$ cat src/hdl/id_params.svh
`ifndef ID_PARAMS_SVH
`define ID_PARAMS_SVH

`define ID_XLEN 32

// rv32i major opcodes, instr[6:0]
`define ID_OPC_LUI     7'b0110111
`define ID_OPC_AUIPC   7'b0010111
`define ID_OPC_JAL     7'b1101111
`define ID_OPC_JALR    7'b1100111
`define ID_OPC_BRANCH  7'b1100011
`define ID_OPC_LOAD    7'b0000011
`define ID_OPC_STORE   7'b0100011
`define ID_OPC_OPIMM   7'b0010011
`define ID_OPC_OP      7'b0110011
`define ID_OPC_MISC    7'b0001111
`define ID_OPC_SYSTEM  7'b1110011

// funct3 values that steer the misc and system groups
`define ID_F3_PRIV     3'b000
`define ID_F3_FENCEI   3'b001

// instr[31:20] of a privileged system instruction
`define ID_SYS_ECALL   12'h000
`define ID_SYS_EBREAK  12'h001
`define ID_SYS_MRET    12'h302

`define ID_ALU_NONE    4'd0
`define ID_ALU_LUI     4'd1
`define ID_ALU_AUIPC   4'd2
`define ID_ALU_JAL     4'd3
`define ID_ALU_JALR    4'd4
`define ID_ALU_BR      4'd5
`define ID_ALU_LS      4'd6
`define ID_ALU_OP      4'd7
`define ID_ALU_SYS     4'd8
`define ID_ALU_CSR     4'd9

`define ID_MASK_B      4'b0001
`define ID_MASK_H      4'b0011
`define ID_MASK_W      4'b1111

`endif

$ cat src/hdl/id_pkg.sv
`default_nettype none
`include "id_params.svh"

package id_pkg;

  // rv32i instruction formats, msb first
  typedef struct packed {
    logic [6:0] funct7;
    logic [4:0] rs2;
    logic [4:0] rs1;
    logic [2:0] funct3;
    logic [4:0] rd;
    logic [6:0] opcode;
  } r_fmt_t;

  typedef struct packed {
    logic [11:0] imm;   // also the csr address / system code
    logic [4:0]  rs1;
    logic [2:0]  funct3;
    logic [4:0]  rd;
    logic [6:0]  opcode;
  } i_fmt_t;

  typedef struct packed {
    logic [6:0] imm_11_5;
    logic [4:0] rs2;
    logic [4:0] rs1;
    logic [2:0] funct3;
    logic [4:0] imm_4_0;
    logic [6:0] opcode;
  } s_fmt_t;

  typedef struct packed {
    logic       imm_12;
    logic [5:0] imm_10_5;
    logic [4:0] rs2;
    logic [4:0] rs1;
    logic [2:0] funct3;
    logic [3:0] imm_4_1;
    logic       imm_11;
    logic [6:0] opcode;
  } b_fmt_t;

  typedef struct packed {
    logic [19:0] imm_31_12;
    logic [4:0]  rd;
    logic [6:0]  opcode;
  } u_fmt_t;

  typedef struct packed {
    logic       imm_20;
    logic [9:0] imm_10_1;
    logic       imm_11;
    logic [7:0] imm_19_12;
    logic [4:0] rd;
    logic [6:0] opcode;
  } j_fmt_t;

  // one word, six views
  typedef union packed {
    logic [`ID_XLEN-1:0] raw;
    r_fmt_t r;
    i_fmt_t i;
    s_fmt_t s;
    b_fmt_t b;
    u_fmt_t u;
    j_fmt_t j;
  } instr_word_u;

  typedef enum logic [3:0] {
    cls_lui, cls_auipc, cls_jal, cls_jalr, cls_branch, cls_load, cls_store,
    cls_opimm, cls_op, cls_misc,
    cls_csr,   // system, funct3 != 0
    cls_priv,  // ecall / ebreak / mret
    cls_illegal
  } op_class_e;

  typedef struct packed {
    logic [`ID_XLEN-1:0] pc;
    instr_word_u         instr;
    op_class_e           op_class;
  } capture_t;

  typedef struct packed {
    logic alu_en;
    logic adder_en;
  } exe_flags_t;

  typedef struct packed {
    logic csr_wr_en;
    logic mem_rd_en;
    logic mem_wr_en;
    logic branch_en;
  } mem_flags_t;

  typedef struct packed {
    logic       rs1_en;
    logic       rs2_en;
    logic       rd_en;          // write-back flag
    exe_flags_t exe;
    mem_flags_t mem;
    logic       alu_src;        // 1 selects imm
    logic [3:0] alu_op;
    logic       mem_to_reg;
    logic [3:0] mem_mask;
    logic       load_unsigned;
    logic       csr_rd_en;
    logic       ecall;
    logic       ebreak;
    logic       mret;
    logic       flush;          // fence.i
    logic [1:0] stage_cnt;      // later stages needed
  } ctrl_t;

  typedef struct packed {
    logic [`ID_XLEN-1:0] pc;
    logic [`ID_XLEN-1:0] imm;
    logic [3:0]          funct4;  // {instr[30], funct3}
    logic [4:0]          rd_addr;
    logic [4:0]          rs1_addr;
    logic [4:0]          rs2_addr;
    logic [11:0]         csr_addr;
    ctrl_t               ctrl;
  } id_bundle_t;

endpackage

`default_nettype wire

$ cat src/hdl/instr_capture.sv
`timescale 1ns/1ps
`default_nettype none
`include "id_params.svh"

module instr_capture (
  input  logic                clk,
  input  logic                reset,
  input  logic                in_valid,
  output logic                in_ready,
  input  logic [`ID_XLEN-1:0] in_pc,
  input  logic [`ID_XLEN-1:0] in_instr,
  output id_pkg::capture_t    cap,
  output logic                cap_valid,
  input  logic                cap_ready
);

  id_pkg::instr_word_u in_word;

  // opcode + funct3 -> one class for everything downstream
  function automatic id_pkg::op_class_e classify(input id_pkg::instr_word_u iw);
    case (iw.r.opcode)
      `ID_OPC_LUI:    classify = id_pkg::cls_lui;
      `ID_OPC_AUIPC:  classify = id_pkg::cls_auipc;
      `ID_OPC_JAL:    classify = id_pkg::cls_jal;
      `ID_OPC_JALR:   classify = id_pkg::cls_jalr;
      `ID_OPC_BRANCH: classify = id_pkg::cls_branch;
      `ID_OPC_LOAD:   classify = id_pkg::cls_load;
      `ID_OPC_STORE:  classify = id_pkg::cls_store;
      `ID_OPC_OPIMM:  classify = id_pkg::cls_opimm;
      `ID_OPC_OP:     classify = id_pkg::cls_op;
      `ID_OPC_MISC:   classify = id_pkg::cls_misc;
      `ID_OPC_SYSTEM: classify = (iw.r.funct3 == `ID_F3_PRIV) ? id_pkg::cls_priv
                                                             : id_pkg::cls_csr;
      default:        classify = id_pkg::cls_illegal;
    endcase
  endfunction

  assign in_word.raw = in_instr;
  assign in_ready = ~cap_valid | cap_ready;  // empty, or draining this cycle

  always_ff @(posedge clk) begin
    if (reset) begin
      cap_valid <= 1'b0;
    end else if (in_ready) begin
      cap_valid <= in_valid;
    end
  end

  // payload only moves on a transfer
  always_ff @(posedge clk) begin
    if (in_valid && in_ready) begin
      cap.pc       <= in_pc;
      cap.instr    <= in_word;
      cap.op_class <= classify(in_word);
    end
  end

endmodule

`default_nettype wire

$ cat src/hdl/control_decode.sv
`timescale 1ns/1ps
`default_nettype none
`include "id_params.svh"

module control_decode (
  input  id_pkg::capture_t cap,
  output id_pkg::ctrl_t    ctrl
);

  logic [2:0]  funct3;
  logic        rd_nz;     // rd field nonzero
  logic        rs1_nz;    // rs1 field (or uimm) nonzero
  logic [11:0] sys_code;

  assign funct3   = cap.instr.i.funct3;
  assign rd_nz    = |cap.instr.i.rd;
  assign rs1_nz   = |cap.instr.i.rs1;
  assign sys_code = cap.instr.i.imm;

  // funct3[1:0] -> byte lanes, 3 is not a valid width
  function automatic logic [3:0] mask_of(input logic [1:0] width);
    case (width)
      2'd0:    mask_of = `ID_MASK_B;
      2'd1:    mask_of = `ID_MASK_H;
      2'd2:    mask_of = `ID_MASK_W;
      default: mask_of = 4'b0000;
    endcase
  endfunction

  always_comb begin
    ctrl = '0;  // misc / priv / illegal stay mostly zero
    case (cap.op_class)
      id_pkg::cls_lui: begin
        ctrl.exe.adder_en = 1'b1;
        ctrl.alu_src      = 1'b1;
        ctrl.alu_op       = `ID_ALU_LUI;
        ctrl.rd_en        = 1'b1;
        ctrl.stage_cnt    = 2'd3;
      end
      id_pkg::cls_auipc: begin
        ctrl.exe.adder_en = 1'b1;
        ctrl.alu_src      = 1'b1;
        ctrl.alu_op       = `ID_ALU_AUIPC;
        ctrl.rd_en        = 1'b1;
        ctrl.stage_cnt    = 2'd3;
      end
      id_pkg::cls_jal, id_pkg::cls_jalr: begin
        ctrl.rs1_en        = (cap.op_class == id_pkg::cls_jalr);  // jal has no rs1
        ctrl.exe           = '{alu_en: 1'b1, adder_en: 1'b1};
        ctrl.mem.branch_en = 1'b1;
        ctrl.alu_src       = 1'b1;
        ctrl.alu_op        = (cap.op_class == id_pkg::cls_jal) ? `ID_ALU_JAL : `ID_ALU_JALR;
        ctrl.rd_en         = 1'b1;  // link register
        ctrl.stage_cnt     = 2'd3;
      end
      id_pkg::cls_branch: begin
        ctrl.rs1_en        = 1'b1;
        ctrl.rs2_en        = 1'b1;
        ctrl.exe           = '{alu_en: 1'b1, adder_en: 1'b1};  // compare + target
        ctrl.mem.branch_en = 1'b1;
        ctrl.alu_op        = `ID_ALU_BR;
        ctrl.stage_cnt     = 2'd2;
      end
      id_pkg::cls_load: begin
        ctrl.rs1_en        = 1'b1;
        ctrl.exe.alu_en    = 1'b1;  // address add
        ctrl.mem.mem_rd_en = 1'b1;
        ctrl.alu_src       = 1'b1;
        ctrl.alu_op        = `ID_ALU_LS;
        ctrl.mem_to_reg    = 1'b1;
        ctrl.mem_mask      = mask_of(funct3[1:0]);
        ctrl.load_unsigned = funct3[2];  // lbu / lhu
        ctrl.rd_en         = 1'b1;
        ctrl.stage_cnt     = 2'd3;
      end
      id_pkg::cls_store: begin
        ctrl.rs1_en        = 1'b1;
        ctrl.rs2_en        = 1'b1;
        ctrl.exe.alu_en    = 1'b1;
        ctrl.mem.mem_wr_en = 1'b1;
        ctrl.alu_src       = 1'b1;
        ctrl.alu_op        = `ID_ALU_LS;
        ctrl.mem_mask      = mask_of(funct3[1:0]);
        ctrl.stage_cnt     = 2'd2;  // no write-back
      end
      id_pkg::cls_opimm, id_pkg::cls_op: begin
        ctrl.rs1_en     = 1'b1;
        ctrl.rs2_en     = (cap.op_class == id_pkg::cls_op);
        ctrl.exe.alu_en = 1'b1;
        ctrl.alu_src    = (cap.op_class == id_pkg::cls_opimm);
        ctrl.alu_op     = `ID_ALU_OP;
        ctrl.rd_en      = 1'b1;
        ctrl.stage_cnt  = 2'd3;
      end
      id_pkg::cls_csr: begin
        ctrl.rs1_en        = 1'b1;
        ctrl.exe.alu_en    = 1'b1;
        ctrl.alu_src       = funct3[2];  // csrr*i takes uimm
        ctrl.alu_op        = `ID_ALU_CSR;
        // csrrw with rd=x0 does not read the csr
        ctrl.csr_rd_en     = funct3[1] | rd_nz;
        // csrrs/csrrc with rs1=x0 only read it
        ctrl.mem.csr_wr_en = ~funct3[1] | rs1_nz;
        ctrl.rd_en         = funct3[1] | rd_nz;
        ctrl.stage_cnt     = (funct3[1] | rd_nz) ? 2'd3 : 2'd2;
      end
      id_pkg::cls_priv: begin
        ctrl.alu_op = `ID_ALU_SYS;
        ctrl.ecall  = (sys_code == `ID_SYS_ECALL);
        ctrl.ebreak = (sys_code == `ID_SYS_EBREAK);
        ctrl.mret   = (sys_code == `ID_SYS_MRET);
      end
      id_pkg::cls_misc: begin
        ctrl.alu_op = `ID_ALU_NONE;
        ctrl.flush  = (funct3 == `ID_F3_FENCEI);  // plain fence is a no-op here
      end
      default: begin
        ctrl.alu_op = `ID_ALU_NONE;
      end
    endcase
  end

endmodule

`default_nettype wire

$ cat src/hdl/imm_gen.sv
`timescale 1ns/1ps
`default_nettype none
`include "id_params.svh"

module imm_gen (
  input  id_pkg::capture_t    cap,
  output logic [`ID_XLEN-1:0] imm
);

  id_pkg::instr_word_u iw;
  logic                sign;  // instr[31], same bit in every view

  assign iw   = cap.instr;
  assign sign = iw.raw[`ID_XLEN-1];

  always_comb begin
    case (cap.op_class)
      id_pkg::cls_lui, id_pkg::cls_auipc: begin
        imm = {iw.u.imm_31_12, 12'b0};
      end
      id_pkg::cls_jal: begin
        imm = {{(`ID_XLEN-20){sign}}, iw.j.imm_19_12, iw.j.imm_11, iw.j.imm_10_1, 1'b0};
      end
      id_pkg::cls_jalr, id_pkg::cls_load: begin
        imm = {{(`ID_XLEN-12){sign}}, iw.i.imm};
      end
      id_pkg::cls_opimm: begin
        if (iw.i.funct3[1:0] == 2'b01) begin
          imm = {{(`ID_XLEN-5){1'b0}}, iw.r.rs2};  // slli/srli/srai shamt
        end else begin
          imm = {{(`ID_XLEN-12){sign}}, iw.i.imm};
        end
      end
      id_pkg::cls_branch: begin
        imm = {{(`ID_XLEN-12){sign}}, iw.b.imm_11, iw.b.imm_10_5, iw.b.imm_4_1, 1'b0};
      end
      id_pkg::cls_store: begin
        imm = {{(`ID_XLEN-12){sign}}, iw.s.imm_11_5, iw.s.imm_4_0};
      end
      id_pkg::cls_csr: begin
        // uimm sits in the rs1 slot
        imm = iw.i.funct3[2] ? {{(`ID_XLEN-5){1'b0}}, iw.i.rs1} : '0;
      end
      default: begin
        imm = '0;  // op, misc, priv, illegal
      end
    endcase
  end

endmodule

`default_nettype wire

$ cat src/hdl/bundle_reg.sv
`timescale 1ns/1ps
`default_nettype none
`include "id_params.svh"

module bundle_reg (
  input  logic                clk,
  input  logic                reset,
  input  id_pkg::capture_t    cap,
  input  logic                cap_valid,
  output logic                cap_ready,
  input  id_pkg::ctrl_t       ctrl,
  input  logic [`ID_XLEN-1:0] imm,
  output logic                out_valid,
  input  logic                out_ready,
  output id_pkg::id_bundle_t  out_bundle
);

  id_pkg::id_bundle_t next_bundle;

  // take a new item when empty or when the current one leaves
  assign cap_ready = ~out_valid | out_ready;

  always_comb begin
    next_bundle.pc       = cap.pc;
    next_bundle.imm      = imm;
    next_bundle.funct4   = {cap.instr.r.funct7[5], cap.instr.r.funct3};  // sub/sra bit
    next_bundle.rd_addr  = cap.instr.r.rd;
    next_bundle.rs1_addr = cap.instr.r.rs1;
    next_bundle.rs2_addr = cap.instr.r.rs2;
    next_bundle.csr_addr = cap.instr.i.imm;
    next_bundle.ctrl     = ctrl;
  end

  always_ff @(posedge clk) begin
    if (reset) begin
      out_valid <= 1'b0;
    end else if (cap_ready) begin
      out_valid <= cap_valid;
    end
  end

  // held while out_ready is low
  always_ff @(posedge clk) begin
    if (cap_valid && cap_ready) begin
      out_bundle <= next_bundle;
    end
  end

endmodule

`default_nettype wire

$ cat src/hdl/id_stage.sv
`timescale 1ns/1ps
`default_nettype none
`include "id_params.svh"

module id_stage (
  input  logic                clk,
  input  logic                reset,
  input  logic                in_valid,
  output logic                in_ready,
  input  logic [`ID_XLEN-1:0] in_pc,
  input  logic [`ID_XLEN-1:0] in_instr,
  output logic                out_valid,
  input  logic                out_ready,
  output id_pkg::id_bundle_t  out_bundle
);

  id_pkg::capture_t    cap;        // first register
  logic                cap_valid;
  logic                cap_ready;  // back-pressure from the output side
  id_pkg::ctrl_t       ctrl;
  logic [`ID_XLEN-1:0] imm;

  instr_capture u_instr_capture (
    .clk       (clk),
    .reset     (reset),
    .in_valid  (in_valid),
    .in_ready  (in_ready),
    .in_pc     (in_pc),
    .in_instr  (in_instr),
    .cap       (cap),
    .cap_valid (cap_valid),
    .cap_ready (cap_ready)
  );

  // decode is combinational between the two registers
  control_decode u_control_decode (
    .cap  (cap),
    .ctrl (ctrl)
  );

  imm_gen u_imm_gen (
    .cap (cap),
    .imm (imm)
  );

  bundle_reg u_bundle_reg (
    .clk        (clk),
    .reset      (reset),
    .cap        (cap),
    .cap_valid  (cap_valid),
    .cap_ready  (cap_ready),
    .ctrl       (ctrl),
    .imm        (imm),
    .out_valid  (out_valid),
    .out_ready  (out_ready),
    .out_bundle (out_bundle)
  );

endmodule

`default_nettype wire

$ cat config.mk
export PLATFORM = sky130hd
export DESIGN_NAME = id_stage
export DESIGN_NICKNAME = d
export VERILOG_FILES = /design/src/hdl/id_pkg.sv /design/src/hdl/instr_capture.sv /design/src/hdl/control_decode.sv /design/src/hdl/imm_gen.sv /design/src/hdl/bundle_reg.sv /design/src/hdl/id_stage.sv
export VERILOG_INCLUDE_DIRS = /design/src /design/src/hdl
export SDC_FILE = /design/constraint.sdc
export NUM_CORES = 1
export LEC_CHECK = 0
export BUFFER_PORTS_ARGS = -buffer_cell sky130_fd_sc_hd__buf_2
export CORE_MARGIN = 10
export CORE_UTILIZATION = 48
export CTS_BUF_LIST = sky130_fd_sc_hd__clkbuf_4 sky130_fd_sc_hd__clkbuf_8
export DETAILED_ROUTE_END_ITERATION = 8
export GPL_TIMING_DRIVEN = 0
export PLACE_DENSITY = 0.89
export SETUP_SLACK_MARGIN = 0.2
export SKIP_CTS_REPAIR_TIMING = 1
export SYNTH_ARGS = -nofsm -noshare
export SYNTH_HDL_FRONTEND = slang
export SYNTH_SLANG_ARGS = --single-unit
export TNS_END_PERCENT = 1
$ cat constraint.sdc
create_clock -name clk -period 7.06 [get_ports clk]
set_input_delay 1.059 -clock clk [delete_from_list [all_inputs] [get_ports clk]]
set_output_delay 1.059 -clock clk [all_outputs]
set_load 0.1 [all_outputs]
==> summary.md, run 1 <==
| Metric | Value |
|---|---|
| H-tree level count | 4 |
| Switching share of power | 0.290 |
| Register area share after synthesis | 0.825 |
| Initial antenna violation count | 1 |
| TritonRoute pass-1 iters | 4 |
| Worst Path Max Fanout | 4 |
| Fmax achieved | 0.320 GHz |
| Layout cells sized above 1 | 0.435 |
| Clk buf depth | 2 |
| Psw | 0.000665 W |
| Worst slew pin tran | 0.821 ns |
| Critical Path Start | out_ready |
| FF-to-FF setup slack | 5.04 ns |
| Power share of the clock group | 0.306 |
| Total power | 0.00229 W |
| First-pass GRT wire length | 21.6 mm |
| Worst r2r dst | u_bundle_reg.out_bundle[68]$_DFFE_PP_ |
| Clk Latency, worst-skew pair | 0.45 ns |
| Crit share post-route | 0.442 |
| Core area | 13200 um^2 |
| Number of diodes | 0 |
| Reg2reg start | u_bundle_reg.out_valid$_SDFFE_PP0P_ |
| Most frequent cells in the layout | buf_2 (200), edfxtp_1 (175), nand2_1 (24) |
| GR Util met2 | 0.255 |
| Layout area overhead | 26.5% |
| Worst Setup Path Type | input pin to output port |
| Critical Path End | in_ready |
| Initial core utilization | 0.487 |
| Max-Slew Margin vs Limit | 0.452 |
| Syn Inst Count | 360 |
| Slew Limit Fails | 0 |
| Leak Pwr | 3.27 nW |
| Syn Std Cell Area | 6420 um^2 |
| Distinct cells, synth | 43 |
| Total GRT Usage | 0.155 |
| Period minus WS final | 3.12 ns |
| Routability cong. | 0.911 |
| Pwr Density | 283 nW/um^2 |
| CP Data Arrival Time | 2.06 ns |
| Grt ovf | 0 |
| Avg Cell Area, Syn | 17.8 um^2 |
| Synth Flop Type | edfxtp_1 |
| TritonCTS Buffers | 17 |
| GR Util met1 | 0.168 |
| IO Count | 192 |
| Startpoint Class | input pin |
| Number of flops mapped to enable cells by yosys | 175 |
| Largest net degree at the start of global routing | 40 |
| Syn_nets | 431 |
| DPL Wire Length | 11.0 mm |
| Power share of the sequential group | 0.539 |
| Routed Antenna Nets | 0 |
| DRC viols | 0 |
| Commonest non-fill, non-tap cell in the layout | buf_2 |
| Fin Setup TNS | 0 ns |
| Post-synth top area cell | edfxtp_1 |
| Critical path data required time | 6.00 ns |
| Logic pwr share | 0.155 |
| Final nets | 644 |
| FP Rows | 42 |
| Synth warn | 0 |
| GR peak layer | met2 |
| Hold Crit Depth | 0 |
| Root Buffer Master | clkbuf_8 |
| PortBufs | 189 |
| Top post-synthesis cells by area | edfxtp_1 (82%), a21o_1 (1.4%), nand2_1 (1.4%) |
| Fill count | 988 |
| DR vias | 3778 |
| Unrepaired setup endpoints after global routing | false |
| Final Core Density | 0.615 |
| Die W | 136 um |
| Cell-internal power | 0.00163 W |
| CTS tree | done |
| Die Area | 18400 um^2 |
| Status | complete, no violations |
| Detailed-route wire length per cell | 18.9 um |
| Num Clock Sinks | 177 |
| Yosys top cell area share | 0.819 |
| Iteration-0 DRC Markers | 389 |
| Final setup fails | 0 |
| Worst VDD drop | 185 uV |
| Clk pin slew, worst setup/hold paths | 0.08 ns |
| R2r worst-path depth | 4 |
| M3 GR Usage | 0.0760 |
| Vias per inst | 4.96 |
| Hold WC Path Type | flip-flop to flip-flop |
| Crit path capture type | output port |
| Worst hold start | u_instr_capture.cap[54]$_DFFE_PP_ |
| Post-synthesis async set-or-reset flop share | 0 |
| Vias in the first global route | 4042 |
| Final Skew | 0.0101 ns |
| DIE HEIGHT | 136 um |
| Post-Route WL | 14.4 mm |
| Final Hold Viols | 0 |
| Synth Register Bits | 177 |
| Max cap viols | 0 |
## per-layer routing
metal / vias to the layer above / part of all wire
li1: 1791 / -
met4: 0 / 0.018
met5: - / 0
met3: 21 / 0.11
met1: 1800 / 0.37
met2: 166 / 0.51
## final cells by class
| cell class | instances | area, um^2 | area share |
|---|---|---|---|
| Clock inverter | 13 | 158 | 0.0194 |
| Timing Repair Buffer | 194 | 1050 | 0.130 |
| Inverter | 7 | 26.3 | 0.00324 |
| Buffer | 21 | 126 | 0.0156 |
| Clock buffer | 19 | 249 | 0.0307 |
| Sequential cell | 177 | 5300 | 0.652 |
| Multi-Input combinational cell | 155 | 990 | 0.122 |
| Tap cell | 176 | 220 | 0.0271 |
## metrics by stage
stage | instances | cell area (um^2) | worst slack [ns] | hold slack (ns)
2_1_floorplan | 360 | 6420 | 0.280 | 0.400
3_3_place_gp | 725 | 7580 | -1.41 | 0.400
3_5_place_dp | 730 | 7710 | 3.94 | 0.405
4_1_cts | 762 | 8120 | 3.94 | 0.424
5_1_grt | 762 | 8120 | 3.91 | 0.433
6_report | 762 | 8120 | 3.94 | 0.422
## state kept, by name, indices dropped and copies added (netlist names)
signal,count
u_bundle_reg.out_valid,1
u_instr_capture.cap_valid,1
u_bundle_reg.out_bundle,114
u_instr_capture.cap,61
## power by group through the flow
stage | registers (W) | clock network [W] | logic (W)
detailed placement | 0.00126 | 0 | 0.000357
global route | 0.00124 | 0.000761 | 0.000369
floorplan | 0.00148 | 0 | 0.0000635
global placement | 0.00127 | 0 | 0.000343
CTS | 0.00124 | 0.000720 | 0.000358
finish | 0.00124 | 0.000703 | 0.000355
## worst min path at each step
stage                                             endpoint
floorplan           u_bundle_reg.out_bundle[100]$_DFFE_PP_
global placement    u_bundle_reg.out_bundle[101]$_DFFE_PP_
detailed placement  u_bundle_reg.out_bundle[108]$_DFFE_PP_
CTS                 u_bundle_reg.out_bundle[108]$_DFFE_PP_
global route         u_bundle_reg.out_bundle[90]$_DFFE_PP_
finish              u_bundle_reg.out_bundle[108]$_DFFE_PP_
## synthesized netlist by cell type (all sizes together), types with 2 or more instances
master  count
mux2        2
o22ai       3
and2       14
inv         7
and4b       2
a221o       4
nor2b       5
ha          3
a21o       12
o21ai       5
nand3b      3
nor4        3
and3        4
a21oi      11
edfxtp    175
nand2b      7
or3b        4
buf        21
nor2       15
a31oi       3
nand2      24
nor3        8
nand3       3
xor2        2
dfxtp       2
o21a        3
## critical path, cell delays in order
cell and delay [ns]:
buf_2 0.10, nor2b_1 0.42, nand2_1 0.16, buf_2 0.32
## cells by family after synthesis
kind of cell / synth area share
fa+ha+maj: 0.00585
mux: 0.00351
simple gates: 0.0860
buf+inv: 0.0238
flops: 0.825
xor+xnor: 0.00409
compound gates: 0.0519
(Power assumes the default switching activity.)
==> inputs of run 2 (changes only) <==
- CORE_UTILIZATION: 48 -> 53
- PLACE_DENSITY: 0.89 -> 0.93
- clock period: 7.06 -> 3.2 ns (I/O delays scaled with it)
==> run 2 against run 1 <==
Worst hold slack worse by 0.23 ns. Wire length decreased by 0.93%. Via count grew 0.93%. Clock power is 130% higher. Flip-flop and latch count is the same. Design area about the same. Register-to-register slack got worse by 3.8 ns. Combinational power grew 120%. Non-clock buffer count stayed put. Power is 120% higher. Critical path type is now flip-flop to output port. Highest routed layer is now met5.
==> summary.md, run 2 (synthesized netlist as in run 1, its figures left out) <==
| Metric | Value |
|---|---|
| Clk Latency, worst-skew pair | 0.46 ns |
| Multi-input logic area | 990 um^2 |
| Period minus WS final | 2.14 ns |
| Most frequent cells in the layout | buf_2 (200), edfxtp_1 (175), nand2_1 (24) |
| Number of buffers and inverters on the critical path | 1 |
| Fmax achieved | 0.466 GHz |
| Biggest register | u_bundle_reg.out_bundle |
| Clk pin slew, worst setup/hold paths | 0.08 ns |
| IO Count | 192 |
| TritonCTS Buffers | 17 |
| Detailed-route wire length per cell | 19.4 um |
| TritonRoute pass-1 iters | 4 |
| DR vias | 3813 |
| Total GRT Usage | 0.172 |
| Startpoint Class | flip-flop |
| PortBufs | 189 |
| Logic pwr share | 0.154 |
| Pre-CTS setup slack | 1.14 ns |
| Largest net degree at the start of global routing | 42 |
| Worst Setup Path Type | flip-flop to output port |
| Crit path capture type | output port |
| Status | complete, no violations |
| Hold WC Path Type | input pin to flip-flop |
| CP max stage delay | 0.43 ns |
| Commonest non-fill, non-tap cell in the layout | buf_2 |
| Biggest regs | u_bundle_reg.out_bundle (114), u_instr_capture.cap (61) |
| Worst slew pin tran | 0.960 ns |
| Post-Route WL | 14.3 mm |
| Crit share post-route | 0.670 |
| Critical path data required time | 2.72 ns |
| Largest register FFs | 114 |
| Cell Chain, Critical Path | nor2b_1 -> nand2_1 -> buf_2 |
| Power share of the clock group | 0.315 |
| Initial antenna violation count | 3 |
| Vias per inst | 5.19 |
| Final setup fails | 0 |
| Final Skew | 0.00683 ns |
| Worst VDD drop | 384 uV |
| Iteration-0 DRC Markers | 362 |
| Worst Path Max Fanout | 4 |
| Grt ovf | 0 |
| Routability cong. | 0.920 |
| CP Data Arrival Time | 1.66 ns |
| Routed Antenna Nets | 0 |
| Final Hold Viols | 0 |
| Dpl cells | 701 |
| Core area | 11900 um^2 |
| Max cap viols | 0 |
| Root Buffer Master | clkbuf_8 |
| Max-Slew Margin vs Limit | 0.359 |
| DPL Wire Length | 10.8 mm |
| Layout area overhead | 26.4% |
| H-tree level count | 4 |
| Die Area | 16900 um^2 |
| Clk buf depth | 2 |
| Layout cells sized above 1 | 0.432 |
| Final nets | 644 |
| CTS tree | done |
| Vias in the first global route | 4058 |
| Num Clock Sinks | 177 |
| Crit-path leading delay family | simple AND/OR/NAND/NOR gates |
| Pwr Density | 632 nW/um^2 |
| First-pass GRT wire length | 21.7 mm |
| Fin Setup TNS | 0 ns |
| Leak Pwr | 3.29 nW |
| FF-to-FF setup slack | 1.26 ns |
| Final setup margin | 1.06 ns |
| Cell-internal power | 0.00365 W |
| DRC viols | 0 |
| Psw | 0.00147 W |
| DIE HEIGHT | 130 um |
| CP max-delay cell | nor2b_1 |
| Die W | 130 um |
| Power share of the sequential group | 0.532 |
| FP Rows | 40 |
| Fill count | 788 |
| Initial core utilization | 0.539 |
| Storage cell area | 5300 um^2 |
| Switching share of power | 0.288 |
| Slew Limit Fails | 0 |
| Unrepaired setup endpoints after global routing | false |
| Layout Cells excl Fill | 734 |
run 2: cell count changes in the layout (fill, tap and decap cells not counted), sizes merged:
cell,previous run,this run
bufinv,3,4
inv,10,9
clkinvlp,3,1
diode,0,1
clkbuf,19,17
clkinv,4,8
run 2: cell type report:
cell class | count | area share
tap | 147 | 0.0227
sequential | 177 | 0.653
clock buffer | 17 | 0.0288
clock inverter | 15 | 0.0234
inverter | 7 | 0.00324
timing repair buffer | 194 | 0.131
buffer | 21 | 0.0156
multi-input combinational | 155 | 0.122
antenna | 1 | 0.000309
run 2: worst paths after layout:
path / start / endpoint / depth (start not counted)
worst max-delay path: u_bundle_reg.out_valid$_SDFFE_PP0P_ / in_ready / 3
worst min-delay path: reset / u_instr_capture.cap_valid$_SDFFE_PP0N_ / 2
worst max register to register: u_instr_capture.cap[2]$_DFFE_PP_ / u_bundle_reg.out_bundle[76]$_DFFE_PP_ / 5
worst min register to register: u_instr_capture.cap[56]$_DFFE_PP_ / u_bundle_reg.out_bundle[110]$_DFFE_PP_ / 0
run 2: metrics by stage:
step / hold WS [ns] / total power [W] / area, um^2 / utilization
floorplan: 0.400 / 0.00339 / 6430 / -
global placement: 0.400 / 0.00354 / 7560 / 0.635
detailed placement: 0.405 / 0.00357 / 7680 / 0.645
CTS: 0.160 / 0.00517 / 8110 / 0.681
global route: 0.156 / 0.00530 / 8110 / 0.681
finish: 0.188 / 0.00513 / 8110 / 0.681
run 2: power by group through the flow:
stage,registers [W],clock network (W),logic [W]
after floorplan,0.00325,0,0.000142
final,0.00273,0.00161,0.000788
after global placement,0.00278,0,0.000758
after global routing,0.00274,0.00174,0.000818
after detailed placement,0.00278,0,0.000792
after CTS,0.00273,0.00165,0.000792
run 2: metal layers:
metal  wire length [um]  vias up  GRT usage
met4                454        2     0.0899
met2               7030      198      0.275
met5                  7        -          0
met1               5050     1780      0.184
met3               1730       40     0.0860
li1                   -     1793          -
==> inputs of run 3 (changes only) <==
- clock period: 3.2 -> 2.15 ns (I/O delays scaled with it)
==> run 3 against run 2 <==
Global-route usage rose by 0.053 points. Cell count fell by 0.14%. Combinational power rose by 50%. Count of clock-buffer cells in the layout did not move. Core utilization fell by 0.38 points. Sequential power rose by 49%. Design area fell by 0.56%. Largest power group unchanged. Worst setup slack got worse by 0.81 ns. First-iteration DRC count fell by 12%. Register-to-register slack got worse by 1.0 ns. Die area did not move.
==> summary.md, run 3 (synthesized netlist as in run 1, its figures left out) <==
| Metric | Value |
|---|---|
| DPL Wire Length | 10.8 mm |
| Cell mode on critical path | buf_2 |
| Clk Latency, worst-skew pair | 0.46 ns |
| Biggest regs | u_bundle_reg.out_bundle (114), u_instr_capture.cap (61) |
| Grt ovf | 0 |
| Clk pin slew, worst setup/hold paths | 0.09 ns |
| Crit share post-route | 0.887 |
| Unrepaired setup endpoints after global routing | true |
| Largest net degree at the start of global routing | 42 |
| Worst hold start | reset |
| Fmax achieved | 0.524 GHz |
| Number of diodes | 0 |
| Layout Cells excl Fill | 733 |
| Final Instance Area | 8070 um^2 |
| Cell Chain, Critical Path | buf_2 -> buf_2 -> a211oi_2 -> nor2_1 |
| CP max stage delay | 0.73 ns |
| H-tree level count | 4 |
| Routability cong. | 0.964 |
| Root Buffer Master | clkbuf_8 |
| Worst slew pin tran | 0.912 ns |
| Total GRT Usage | 0.172 |
| Worst hold margin | 0.0282 ns |
| Worst Path Max Fanout | 10 |
| Final Skew | 0.00848 ns |
| Detailed-route wire length per cell | 19.9 um |
| First-pass GRT wire length | 21.7 mm |
| Worst Setup Path Type | flip-flop to flip-flop |
| Storage cell area | 5300 um^2 |
| Die W | 130 um |
| Post-Route WL | 14.6 mm |
| Dpl cells | 701 |
| Pwr Density | 911 nW/um^2 |
| DRC viols | 0 |
| Reg2reg start | u_instr_capture.cap[2]$_DFFE_PP_ |
| DR vias | 3859 |
| Die Area | 16900 um^2 |
| Fin Setup TNS | 0 ns |
| Initial core utilization | 0.539 |
| Clk buf depth | 2 |
| CTS tree | done |
| Status | complete, no violations |
| Routed Antenna Nets | 0 |
| Initial antenna violation count | 1 |
| Post-DP Area | 7690 um^2 |
| Iteration-0 DRC Markers | 317 |
| Layout cells sized above 1 | 0.439 |
| Leak Pwr | 3.26 nW |
| Worst VDD drop | 666 uV |
| Critical path data required time | 2.34 ns |
| Crit path capture type | flip-flop |
| TritonCTS Buffers | 17 |
| Vias per inst | 5.26 |
| CP Data Arrival Time | 2.09 ns |
| Layout area overhead | 25.7% |
| Core area | 11900 um^2 |
| TritonRoute pass-1 iters | 5 |
| Startpoint Class | flip-flop |
| Final nets | 644 |
| Biggest register | u_bundle_reg.out_bundle |
| Number of buffers and inverters on the critical path | 2 |
| Slew Limit Fails | 0 |
| Commonest non-fill, non-tap cell in the layout | buf_2 |
| Final setup fails | 0 |
| CP max-delay cell | a211oi_2 |
| Vias in the first global route | 4041 |
| Hold WC Path Type | input pin to flip-flop |
| IO Count | 192 |
| Period minus WS final | 1.91 ns |
| Final Hold Viols | 0 |
| Multi-input logic area | 1000 um^2 |
| FP Rows | 40 |
| Crit-path leading delay family | compound AO/OA/AOI/OAI gates |
| Max-Slew Margin vs Limit | 0.391 |
| Num Clock Sinks | 177 |
| Max cap viols | 0 |
| PortBufs | 189 |
| Largest register FFs | 114 |
| DIE HEIGHT | 130 um |
| Critical Path Start | u_instr_capture.cap[2]$_DFFE_PP_ |
| Fill count | 818 |
| Most frequent cells in the layout | buf_2 (200), edfxtp_1 (175), nand2_1 (24) |
## run 3: stage by stage
step                total power, W   util  setup slack [ns]
floorplan                  0.00505      -            -0.585
global placement           0.00527  0.636            -0.959
detailed placement         0.00532  0.646             0.250
CTS                        0.00741  0.677             0.181
global route               0.00758  0.677            0.0904
finish                     0.00735  0.677             0.242
## run 3: area by class of cell
type	count	area share
Inverter	7	0.00326
Multi-Input combinational cell	155	0.124
Timing Repair Buffer	194	0.132
Sequential cell	177	0.657
Buffer	21	0.0157
Clock inverter	15	0.0164
Clock buffer	17	0.0290
Tap cell	147	0.0228
## run 3: report_power, final
group	internal [W]	total [W]	switching [W]
sequential	0.00398	0.00406	0.0000751
combinational	0.000195	0.00118	0.000981
clock	0.000924	0.00211	0.00119
## run 3: final timing paths
kind / endpoint / slack (ns) / cells after the start
min reg2reg: u_bundle_reg.out_bundle[103]$_DFFE_PP_ / 0.42 / 0
max reg2reg: u_bundle_reg.out_bundle[26]$_DFFE_PP_ / 0.24 / 4
min: u_bundle_reg.out_valid$_SDFFE_PP0P_ / 0.03 / 2
max: u_bundle_reg.out_bundle[26]$_DFFE_PP_ / 0.24 / 4
## run 3: metal layers
| metal | vias to the layer above | GRT usage | wire [um] |
|---|---|---|---|
| met2 | 204 | 0.282 | 7240 |
| met5 | - | 0 | 0 |
| met4 | 0 | 0.0880 | 402 |
| li1 | 1792 | - | - |
| met1 | 1828 | 0.179 | 5210 |
| met3 | 35 | 0.0860 | 1750 |
